===== config.mk =====
export PLATFORM = sky130hd
export DESIGN_NAME = song_player
export DESIGN_NICKNAME = d
export VERILOG_FILES = /design/src/player_pkg.sv /design/src/address_controller.sv /design/src/command_decoder.sv /design/src/flash_reader.sv /design/src/sample_rate_gen.sv /design/src/song_player.sv
export SDC_FILE = /design/constraint.sdc
export NUM_CORES = 2
export LEC_CHECK = 0
export BUFFER_PORTS_ARGS = -buffer_cell sky130_fd_sc_hd__buf_4
export CAP_MARGIN = 20
export CORE_ASPECT_RATIO = 2
export CORE_MARGIN = 2
export CORE_UTILIZATION = 66
export DETAILED_ROUTE_END_ITERATION = 7
export GPL_TIMING_DRIVEN = 1
export PLACE_DENSITY = 0.92
export SETUP_SLACK_MARGIN = 0.02
export SLEW_MARGIN = 10
export SYNTH_ARGS = -nofsm -noshare
export SYNTH_HDL_FRONTEND = slang
export SYNTH_SLANG_ARGS = --single-unit
export TNS_END_PERCENT = 30

===== constraint.sdc =====
create_clock -name clk -period 104.1 [get_ports clk]
set_input_delay 20.82 -clock clk [delete_from_list [all_inputs] [get_ports clk]]
set_output_delay 20.82 -clock clk [all_outputs]
set_load 0.01 [all_outputs]

===== src/player_pkg.sv =====
package player_pkg;

  // ==========================================================================
  // Data widths
  // ==========================================================================
  typedef logic [22:0]        flash_addr_t;  // One flash word per address
  typedef logic [31:0]        flash_word_t;  // Two samples per word
  typedef logic signed [15:0] sample_t;
  typedef logic [31:0]        rate_t;        // Hz

  // ==========================================================================
  // Encodings
  // ==========================================================================
  typedef enum logic [2:0] {
    cmd_none,
    cmd_pause,
    cmd_play,
    cmd_backward,
    cmd_forward,
    cmd_restart
  } cmd_e;

  // Bit 1 set means playing, bit 0 set means backward
  typedef enum logic [1:0] {
    idle_fw = 2'b00,
    idle_bw = 2'b01,
    play_fw = 2'b10,
    play_bw = 2'b11
  } play_state_e;

  typedef enum logic [2:0] {
    rd_start,
    rd_request,
    rd_wait,
    rd_first,
    rd_second
  } read_state_e;

  // Command keys, ASCII
  localparam logic [7:0] KEY_UPPER_D = 8'h44;  // Pause
  localparam logic [7:0] KEY_UPPER_E = 8'h45;  // Play
  localparam logic [7:0] KEY_UPPER_B = 8'h42;  // Backward
  localparam logic [7:0] KEY_UPPER_F = 8'h46;  // Forward
  localparam logic [7:0] KEY_UPPER_R = 8'h52;  // Restart
  localparam logic [7:0] KEY_LOWER_D = 8'h64;
  localparam logic [7:0] KEY_LOWER_E = 8'h65;
  localparam logic [7:0] KEY_LOWER_B = 8'h62;
  localparam logic [7:0] KEY_LOWER_F = 8'h66;
  localparam logic [7:0] KEY_LOWER_R = 8'h72;

endpackage


===== src/address_controller.sv =====
`timescale 1ns/10ps

module address_controller
  import player_pkg::*;
#(
  parameter flash_addr_t LAST_WORD = 23'h7FFFF
) (
  input  logic        clk,
  input  logic        reset,
  input  cmd_e        cmd,
  input  logic        word_done,
  output flash_addr_t word_address,
  output play_state_e play_state
);

  play_state_e state_next;
  flash_addr_t addr_next;
  logic        playing;
  logic        backward;

  assign playing  = (play_state == play_fw) || (play_state == play_bw);
  assign backward = (play_state == idle_bw) || (play_state == play_bw);

  // ==========================================================================
  // Playback state
  // ==========================================================================
  always_comb begin
    state_next = play_state;
    case (cmd)
      cmd_play: begin
        if (play_state == idle_fw) state_next = play_fw;
        else if (play_state == idle_bw) state_next = play_bw;
      end
      cmd_pause: begin
        if (play_state == play_fw) state_next = idle_fw;
        else if (play_state == play_bw) state_next = idle_bw;
      end
      cmd_backward: state_next = playing ? play_bw : idle_bw;  // Keep run/idle
      cmd_forward:  state_next = playing ? play_fw : idle_fw;
      default: ;
    endcase
  end

  // ==========================================================================
  // Word address
  // ==========================================================================
  always_comb begin
    addr_next = word_address;
    if (cmd == cmd_restart) begin
      // Restart goes to the start of the song in the current direction
      addr_next = backward ? LAST_WORD : '0;
    end else if (word_done) begin
      if (backward) begin
        if (word_address == '0) addr_next = LAST_WORD;  // Wrap to end
        else addr_next = word_address - 1'b1;
      end else begin
        if (word_address == LAST_WORD) addr_next = '0;  // Wrap to start
        else addr_next = word_address + 1'b1;
      end
    end
  end

  always_ff @(posedge clk or posedge reset) begin
    if (reset) begin
      play_state   <= idle_fw;
      word_address <= '0;
    end else begin
      play_state   <= state_next;
      word_address <= addr_next;
    end
  end

endmodule


===== src/command_decoder.sv =====
`timescale 1ns/10ps

module command_decoder
  import player_pkg::*;
(
  input  logic       clk,
  input  logic       reset,
  input  logic [7:0] key_code,
  input  logic       key_valid,
  output cmd_e       cmd
);

  cmd_e cmd_next;

  // Either case of a letter maps to the same command
  always_comb begin
    cmd_next = cmd_none;
    if (key_valid) begin
      case (key_code)
        KEY_UPPER_D, KEY_LOWER_D: cmd_next = cmd_pause;
        KEY_UPPER_E, KEY_LOWER_E: cmd_next = cmd_play;
        KEY_UPPER_B, KEY_LOWER_B: cmd_next = cmd_backward;
        KEY_UPPER_F, KEY_LOWER_F: cmd_next = cmd_forward;
        KEY_UPPER_R, KEY_LOWER_R: cmd_next = cmd_restart;
        default:                  cmd_next = cmd_none;  // Unknown key ignored
      endcase
    end
  end

  // One-cycle command pulse
  always_ff @(posedge clk or posedge reset) begin
    if (reset) begin
      cmd <= cmd_none;
    end else begin
      cmd <= cmd_next;
    end
  end

endmodule


===== src/flash_reader.sv =====
`timescale 1ns/10ps

module flash_reader
  import player_pkg::*;
(
  input  logic        clk,
  input  logic        reset,
  input  flash_addr_t word_address,
  input  play_state_e play_state,
  input  logic        sample_tick,
  input  logic        flash_waitrequest,
  input  flash_word_t flash_readdata,
  input  logic        flash_readdatavalid,
  output logic        flash_read,
  output logic [3:0]  flash_byteenable,
  output sample_t     sample,
  output logic        sample_valid,
  output logic        word_done
);

  read_state_e state;
  flash_word_t word_q;
  logic        word_bw;      // Direction seen when the word arrived
  logic        playing;
  logic        play_slot;    // Tick that may release a sample
  sample_t     first_half;
  sample_t     second_half;

  assign playing   = (play_state == play_fw) || (play_state == play_bw);
  assign play_slot = sample_tick && playing;

  // Address comes straight from the controller and holds during the request
  assign flash_read       = (state == rd_request);
  assign flash_byteenable = flash_read ? 4'hF : 4'h0;

  assign first_half  = word_bw ? word_q[31:16] : word_q[15:0];
  assign second_half = word_bw ? word_q[15:0]  : word_q[31:16];

  // ==========================================================================
  // Fetch and output sequencer
  // ==========================================================================
  always_ff @(posedge clk or posedge reset) begin
    if (reset) begin
      state        <= rd_start;
      sample_valid <= 1'b0;
      word_done    <= 1'b0;
    end else begin
      sample_valid <= 1'b0;
      word_done    <= 1'b0;
      case (state)
        rd_start:   if (playing) state <= rd_request;
        rd_request: if (!flash_waitrequest) state <= rd_wait;  // Request accepted
        rd_wait:    if (flash_readdatavalid) state <= rd_first;
        rd_first: begin
          if (play_slot) begin
            sample_valid <= 1'b1;
            state        <= rd_second;
          end
        end
        rd_second: begin
          if (play_slot) begin
            sample_valid <= 1'b1;
            word_done    <= 1'b1;  // Controller steps the address
            state        <= rd_start;
          end
        end
        default: state <= rd_start;
      endcase
    end
  end

  // Payload registers
  always_ff @(posedge clk) begin
    if (state == rd_wait && flash_readdatavalid) begin
      word_q  <= flash_readdata;
      word_bw <= (play_state == play_bw) || (play_state == idle_bw);
    end
    if (play_slot && state == rd_first) sample <= first_half;
    else if (play_slot && state == rd_second) sample <= second_half;
  end

endmodule


===== src/sample_rate_gen.sv =====
`timescale 1ns/10ps

module sample_rate_gen
  import player_pkg::*;
#(
  parameter rate_t CLK_HZ       = 50_000_000,
  parameter rate_t BASE_RATE_HZ = 22_000,
  parameter rate_t RATE_STEP_HZ = 1_000
) (
  input  logic  clk,
  input  logic  reset,
  input  logic  speed_up,
  input  logic  speed_down,
  input  logic  speed_reset,
  output rate_t rate_hz,
  output logic  sample_tick
);

  localparam rate_t MAX_RATE_HZ = 2 * BASE_RATE_HZ;
  localparam rate_t BASE_PERIOD = CLK_HZ / BASE_RATE_HZ;

  rate_t rate_next;
  rate_t period;       // Clock cycles per sample
  rate_t cycle_count;
  logic  speed_event;

  assign speed_event = speed_up | speed_down | speed_reset;

  // ==========================================================================
  // Rate stepping with clamping
  // ==========================================================================
  always_comb begin
    rate_next = rate_hz;
    if (speed_reset) begin
      rate_next = BASE_RATE_HZ;
    end else if (speed_up) begin
      if (rate_hz + RATE_STEP_HZ > MAX_RATE_HZ) rate_next = MAX_RATE_HZ;
      else rate_next = rate_hz + RATE_STEP_HZ;
    end else if (speed_down) begin
      if (rate_hz < 2 * RATE_STEP_HZ) rate_next = RATE_STEP_HZ;  // Floor at one step
      else rate_next = rate_hz - RATE_STEP_HZ;
    end
  end

  always_ff @(posedge clk or posedge reset) begin
    if (reset) begin
      rate_hz <= BASE_RATE_HZ;
      period  <= BASE_PERIOD;
    end else if (speed_event) begin
      rate_hz <= rate_next;
      period  <= CLK_HZ / rate_next;  // Never zero, rate is clamped
    end
  end

  // ==========================================================================
  // Tick divider
  // ==========================================================================
  assign sample_tick = (cycle_count == period - 1'b1);

  always_ff @(posedge clk or posedge reset) begin
    if (reset) begin
      cycle_count <= '0;
    end else if (speed_event || sample_tick) begin
      cycle_count <= '0;  // New rate starts a fresh period
    end else begin
      cycle_count <= cycle_count + 1'b1;
    end
  end

endmodule


===== src/song_player.sv =====
`timescale 1ns/10ps

module song_player
  import player_pkg::*;
#(
  parameter rate_t       CLK_HZ       = 50_000_000,
  parameter rate_t       BASE_RATE_HZ = 22_000,
  parameter rate_t       RATE_STEP_HZ = 1_000,
  parameter flash_addr_t LAST_WORD    = 23'h7FFFF
) (
  input  logic        clk,
  input  logic        reset,
  input  logic [7:0]  key_code,
  input  logic        key_valid,
  input  logic        speed_up,
  input  logic        speed_down,
  input  logic        speed_reset,
  // Flash read port
  output logic        flash_read,
  output flash_addr_t flash_address,
  output logic [3:0]  flash_byteenable,
  input  logic        flash_waitrequest,
  input  flash_word_t flash_readdata,
  input  logic        flash_readdatavalid,
  // Playback outputs
  output sample_t     sample,
  output logic        sample_valid,
  output play_state_e play_state,
  output rate_t       rate_hz
);

  cmd_e cmd;
  logic word_done;
  logic sample_tick;

  command_decoder u_command_decoder (
    .clk       (clk),
    .reset     (reset),
    .key_code  (key_code),
    .key_valid (key_valid),
    .cmd       (cmd)
  );

  sample_rate_gen #(
    .CLK_HZ       (CLK_HZ),
    .BASE_RATE_HZ (BASE_RATE_HZ),
    .RATE_STEP_HZ (RATE_STEP_HZ)
  ) u_sample_rate_gen (
    .clk         (clk),
    .reset       (reset),
    .speed_up    (speed_up),
    .speed_down  (speed_down),
    .speed_reset (speed_reset),
    .rate_hz     (rate_hz),
    .sample_tick (sample_tick)
  );

  address_controller #(
    .LAST_WORD (LAST_WORD)
  ) u_address_controller (
    .clk          (clk),
    .reset        (reset),
    .cmd          (cmd),
    .word_done    (word_done),
    .word_address (flash_address),  // Word address goes straight to the flash
    .play_state   (play_state)
  );

  flash_reader u_flash_reader (
    .clk                 (clk),
    .reset               (reset),
    .word_address        (flash_address),
    .play_state          (play_state),
    .sample_tick         (sample_tick),
    .flash_waitrequest   (flash_waitrequest),
    .flash_readdata      (flash_readdata),
    .flash_readdatavalid (flash_readdatavalid),
    .flash_read          (flash_read),
    .flash_byteenable    (flash_byteenable),
    .sample              (sample),
    .sample_valid        (sample_valid),
    .word_done           (word_done)
  );

endmodule


==> results of run 1 <==
==> kinds of logic after synthesis <==
logic type                 share of synthesized area, %
and+or+nand+nor                                    25.0
AOI/OAI and AO/OA                                  30.5
adders and majority gates                          15.2
xor gates and xnor gates                           10.6
buffers and inverters                              4.30
DFF                                                11.4
muxes                                              3.03
other                                           0.00906
==> stage by stage <==
| stage | hold slack [ns] | instance area [um^2] | std cells | worst slack (ns) |
|---|---|---|---|---|
| floorplan | 0.469 | 41400 | 5822 | 10.71 |
| global placement | 0.484 | 51400 | 7685 | 5.04 |
| detailed placement | 0.533 | 51400 | 7686 | 2.64 |
| CTS | 0.545 | 52100 | 7718 | 2.74 |
==> cell usage after synthesis, drive strengths merged (20+ instances only) <==
| cell type | instances |
|---|---|
| or3 | 64 |
| a21boi | 35 |
| nor2 | 573 |
| xnor2 | 325 |
| nor4 | 51 |
| o31ai | 47 |
| o211ai | 53 |
| nand2 | 618 |
| and2 | 49 |
| a21o | 219 |
| xor2 | 176 |
| nor2b | 57 |
| o2111ai | 23 |
| nand4 | 84 |
| or2 | 52 |
| mux2 | 79 |
| a211oi | 53 |
| inv | 227 |
| a211o | 26 |
| dfrtp | 117 |
| a31oi | 104 |
| o21a | 120 |
| nand2b | 85 |
| nor3 | 190 |
| o21ai | 399 |
| nand3 | 159 |
| ha | 502 |
| o22ai | 37 |
| or4 | 20 |
| and3 | 71 |
| edfxtp | 49 |
| clkbuf | 184 |
| buf | 43 |
| mux2i | 35 |
| o21bai | 64 |
| and4 | 22 |
| a21oi | 474 |
==> per-layer routing <==
layer,GRT overflow,GRT usage (%)
met4,121,79.7
met3,4,39.0
met5,0,5.19
met2,294,96.3
met1,6,63.3
==> results.md, run 1 <==
* Number of setup buffers added after CTS at 0
* Status: aborted with a tool error
* Top FF cell, synth: dfrtp_1
* Number of synthesized flops with an enable pin at 49
* DIE WIDTH at roughly 180 um
* Congestion Overflow GR at between 400 and 500
* Die H at 358 um
* Yosys reg bits at ~180
* Routability cong. at 1.09
* Post-synthesis cell count at roughly 5800
* FP Rows at between 100 and 150
* Cts bufs inserted at 17
* Synth warn at 0
* Initial Utilization at 66.8%
* Stopped at: 5_1_grt
* Netlist cell types at 113
* Vias in the first global route at roughly 60000
* Top post-synthesis cells by area: ha_1 (15%), dfrtp_1 (7.1%), xnor2_1 (6.9%), a21oi_1 (5.7%), nand2_1 (5.6%)
* DP Wirelength at 153000 um
* Synthesized cell area at about 0.041 mm^2
* Syn avg cell area at just over 7 um^2
* Syn_nets at between 6000 and 7000
* Pin count of the biggest net entering global routing at between 70 and 80
* Post-synth top area cell: ha_1
* H-Tree Depth at 4
* Post-synthesis sequential area ratio at between 10% and 20%
* GRT Total Usage at between 60 and 70%
* CTS resizes at 0
* Clk sinks at 178
* Max clock buf depth at 2
* Synth top area share at between 10% and 20%
* Fraction of registers with async set or reset after synthesis at between 70 and 80%
* I/O pin total at roughly 130
* CTS root buffer: clkbuf_16
* First-pass GRT wire length at 343000 um
* Port Buf Inserts at 125
* Hold_buf cts at 0
* Stop err: [ERROR GRT-0116] Global routing finished with congestion. Check the congestion regions in the DRC Viewer.
==> run 2, diff against run 1 <==
- CORE_ASPECT_RATIO: 2 -> default
- CORE_UTILIZATION: 66 -> 40
- PLACE_DENSITY: 0.92 -> default
- PLACE_DENSITY_LB_ADDON: default -> 0.15
- SETUP_SLACK_MARGIN: 0.02 -> default
==> results.md, run 2 <==
* Status: finished clean (was aborted with a tool error)
* Synthesized cell area at 0.0414 mm^2 (unchanged)
* CTS root buffer: clkbuf_16 (unchanged)
* Hold Vio Cnt, Final at 0
* GRT Total Usage at roughly 29%
* Post-synth top area cell: ha_1 (unchanged)
* Synth warn at 0 (unchanged)
* Congestion Overflow GR at 0
* Final number of setup-violating endpoints at 0
* Max Clock Skew at 0.0158 ns
* CP required at 104.43 ns
* First-pass GRT wire length at ~250000 um
* Reg2reg path depth at between 300 and 400
* Crit path largest cell delay at between 0.7 and 0.8 ns
* H-Tree Depth at 4 (unchanged)
* Die area at between 0.1 and 0.15 mm^2
* Routed WL at roughly 160000 um
* Syn avg cell area at 7.11 um^2 (unchanged)
* Yosys reg bits at 178 (unchanged)
* Post-synthesis sequential area ratio at 11.4% (unchanged)
* Fraction of registers with async set or reset after synthesis at 72.5% (unchanged)
* Syn_nets at 6372 (unchanged)
* FP Rows at 117 (was 129)
* Clock transition at the registers of the reported paths at around 0.070 ns
* Worst path arrival time at a little under 100 ns
* Core area at roughly 0.10 mm^2
* Critical-path top delay cell: nor3_1
* Vias at roughly 46000
* Top post-synthesis cells by area: ha_1 (15%), dfrtp_1 (7.1%), xnor2_1 (6.9%), a21oi_1 (5.7%), nand2_1 (5.6%) (unchanged)
* Top achievable clock speed at between 10 and 15 MHz
* DP Wirelength at 128000 um (was 153000 um)
* Area growth, synth to finish at 13.5%
* Post-route ant nets at 0
* Vias in the first global route at about 42000
* Most common cell after layout, fill and taps aside: nand2_1
* Drc violations at 0
* Most common cell in the netlist: nand2_1 (unchanged)
* Synth top cells by count: nand2_1 (618), nor2_1 (569), ha_1 (502), a21oi_1 (470), o21ai_0 (380) (unchanged)
* 1st-iter DRT viols at approximately 3900
* Hold WC Path Type: flip-flop to flip-flop
* Post-synthesis cell count at 5822 (unchanged)
* Wire per inst at approximately 22 um
* Cts bufs inserted at 17 (unchanged)
* Die H at 326 um (was 358 um)
* WS Path Type: primary input to flip-flop
* Port Buf Inserts at 125 (unchanged)
* Initial antenna violation count at 2
* Pin count of the biggest net entering global routing at 72
* DR pass1 iterations at 8
* Top FF cell, synth: dfrtp_1 (unchanged)
* Synth top area share at 15.2% (unchanged)
* Crit path time final at roughly 100 ns
* Share of cells above drive strength 1 at a little over an eighth
* Max-cap violations at 0
* Startpoint Class: primary input
* Least-Margin Pin Slew at around 1.2 ns
* Routability cong. at 0.998 (was 1.09)
* Slew Limit Fails at 0
* Clk sinks at 178 (unchanged)
* CP dominant cell by count: a21oi_1
* RSZ-0062 raised after global routing: false
* Most frequent cells in the layout: nand2_1 (612), nor2_1 (565), buf_4 (524), ha_1 (502), a21oi_1 (465)
* Final Cycle Share at between 90 and 100%
* Fin nets at 6689
* Clk_lat worst skew at between 0.4 and 0.5 ns
* Crit path max fanout at 24
* Via density at approximately 6.1
* Hold Path Cell Cnt at 2
* CP Capture Type: flip-flop
* Hold_buf cts at 0 (unchanged)
* I/O pin total at 127 (unchanged)
* Max clock buf depth at 2 (unchanged)
* Max_slew headroom at 18.1%
* Total Neg Setup Slack at 0 ns
* DIE WIDTH at 326 um (was 181 um)
* Initial Utilization at 40.5% (was 66.8%)
* CTS tree: built
* Netlist cell types at 113 (unchanged)
* Number of synthesized flops with an enable pin at 49 (unchanged)
-- run 2: worst paths after layout --
kind	startpoint	slack, ns	to
max in group asynchronous	reset	82.40	u_sample_rate_gen.period[18]
worst max-delay path	speed_down	5.30	u_sample_rate_gen.period[0]
worst min register to register	u_sample_rate_gen.period[5]	0.50	u_sample_rate_gen.period[5]
min in group asynchronous	reset	20.40	u_sample_rate_gen.cycle_count[3]
worst max register to register	u_sample_rate_gen.rate_hz[7]	24.24	u_sample_rate_gen.period[0]
worst min-delay path	u_sample_rate_gen.period[5]	0.50	u_sample_rate_gen.period[5]
-- run 2: cells by family after synthesis --
group | Yosys count | synth area share, %
compound gates | 1916 | 30.5
buf+inv | 457 | 4.30
simple gates | 2153 | 25.0
other cells | 1 | 0.00906
mux | 114 | 3.03
flops | 178 | 11.4
fa+ha+maj | 502 | 15.2
xor+xnor | 501 | 10.6
-- run 2: metal layers --
layer | GRT usage [%] | up-vias | wire, um
met1 | 40.4 | 21506 | 73800
met2 | 47.3 | 1671 | 71400
met3 | 4.06 | 249 | 12100
met4 | 9.57 | 0 | 5700
met5 | 0 | - | 0
li1 | - | 22255 | -
-- run 2: final cells by class --
type / count / area (um^2)
antenna: 1 / 2.50
clock buffer: 17 / 425
clock inverter: 15 / 146
fill: 10719 / 55200
inverter: 230 / 873
multi-input combinational: 5187 / 35100
sequential: 178 / 4710
tap: 1368 / 1710
timing repair buffer: 525 / 3950
-- run 2: critical path: cells and delay by family --
kind	cells	cell delay (ns)
AOI/OAI and AO/OA	181	40.95
and+or+nand+nor	99	20.85
adders and majority gates	30	9.38
buffers and inverters	32	5.82
muxes	4	1.04
-- run 2: timing repair --
action / in CTS / in global routing
setup endpoints to repair: 0 / 2
resized for setup: 0 / 39
buffers inserted: 0 / 6
-- run 2: stage by stage --
step	worst slack (ns)	cell area (um^2)	hold WS, ns	std cells	utilization, %
3_3_place_gp	3.10	46200	0.482	7481	45.2
6_report	5.30	47000	0.502	7521	46.0
2_1_floorplan	10.71	41400	0.469	5822	-
4_1_cts	3.11	46800	0.506	7513	45.8
5_1_grt	0.00716	47000	0.526	7520	46.0
3_5_place_dp	3.00	46200	0.490	7481	45.2
Power of run 2 is not shown: default switching activity piles up to over one toggle a cycle in this logic, so the estimate is an artifact.
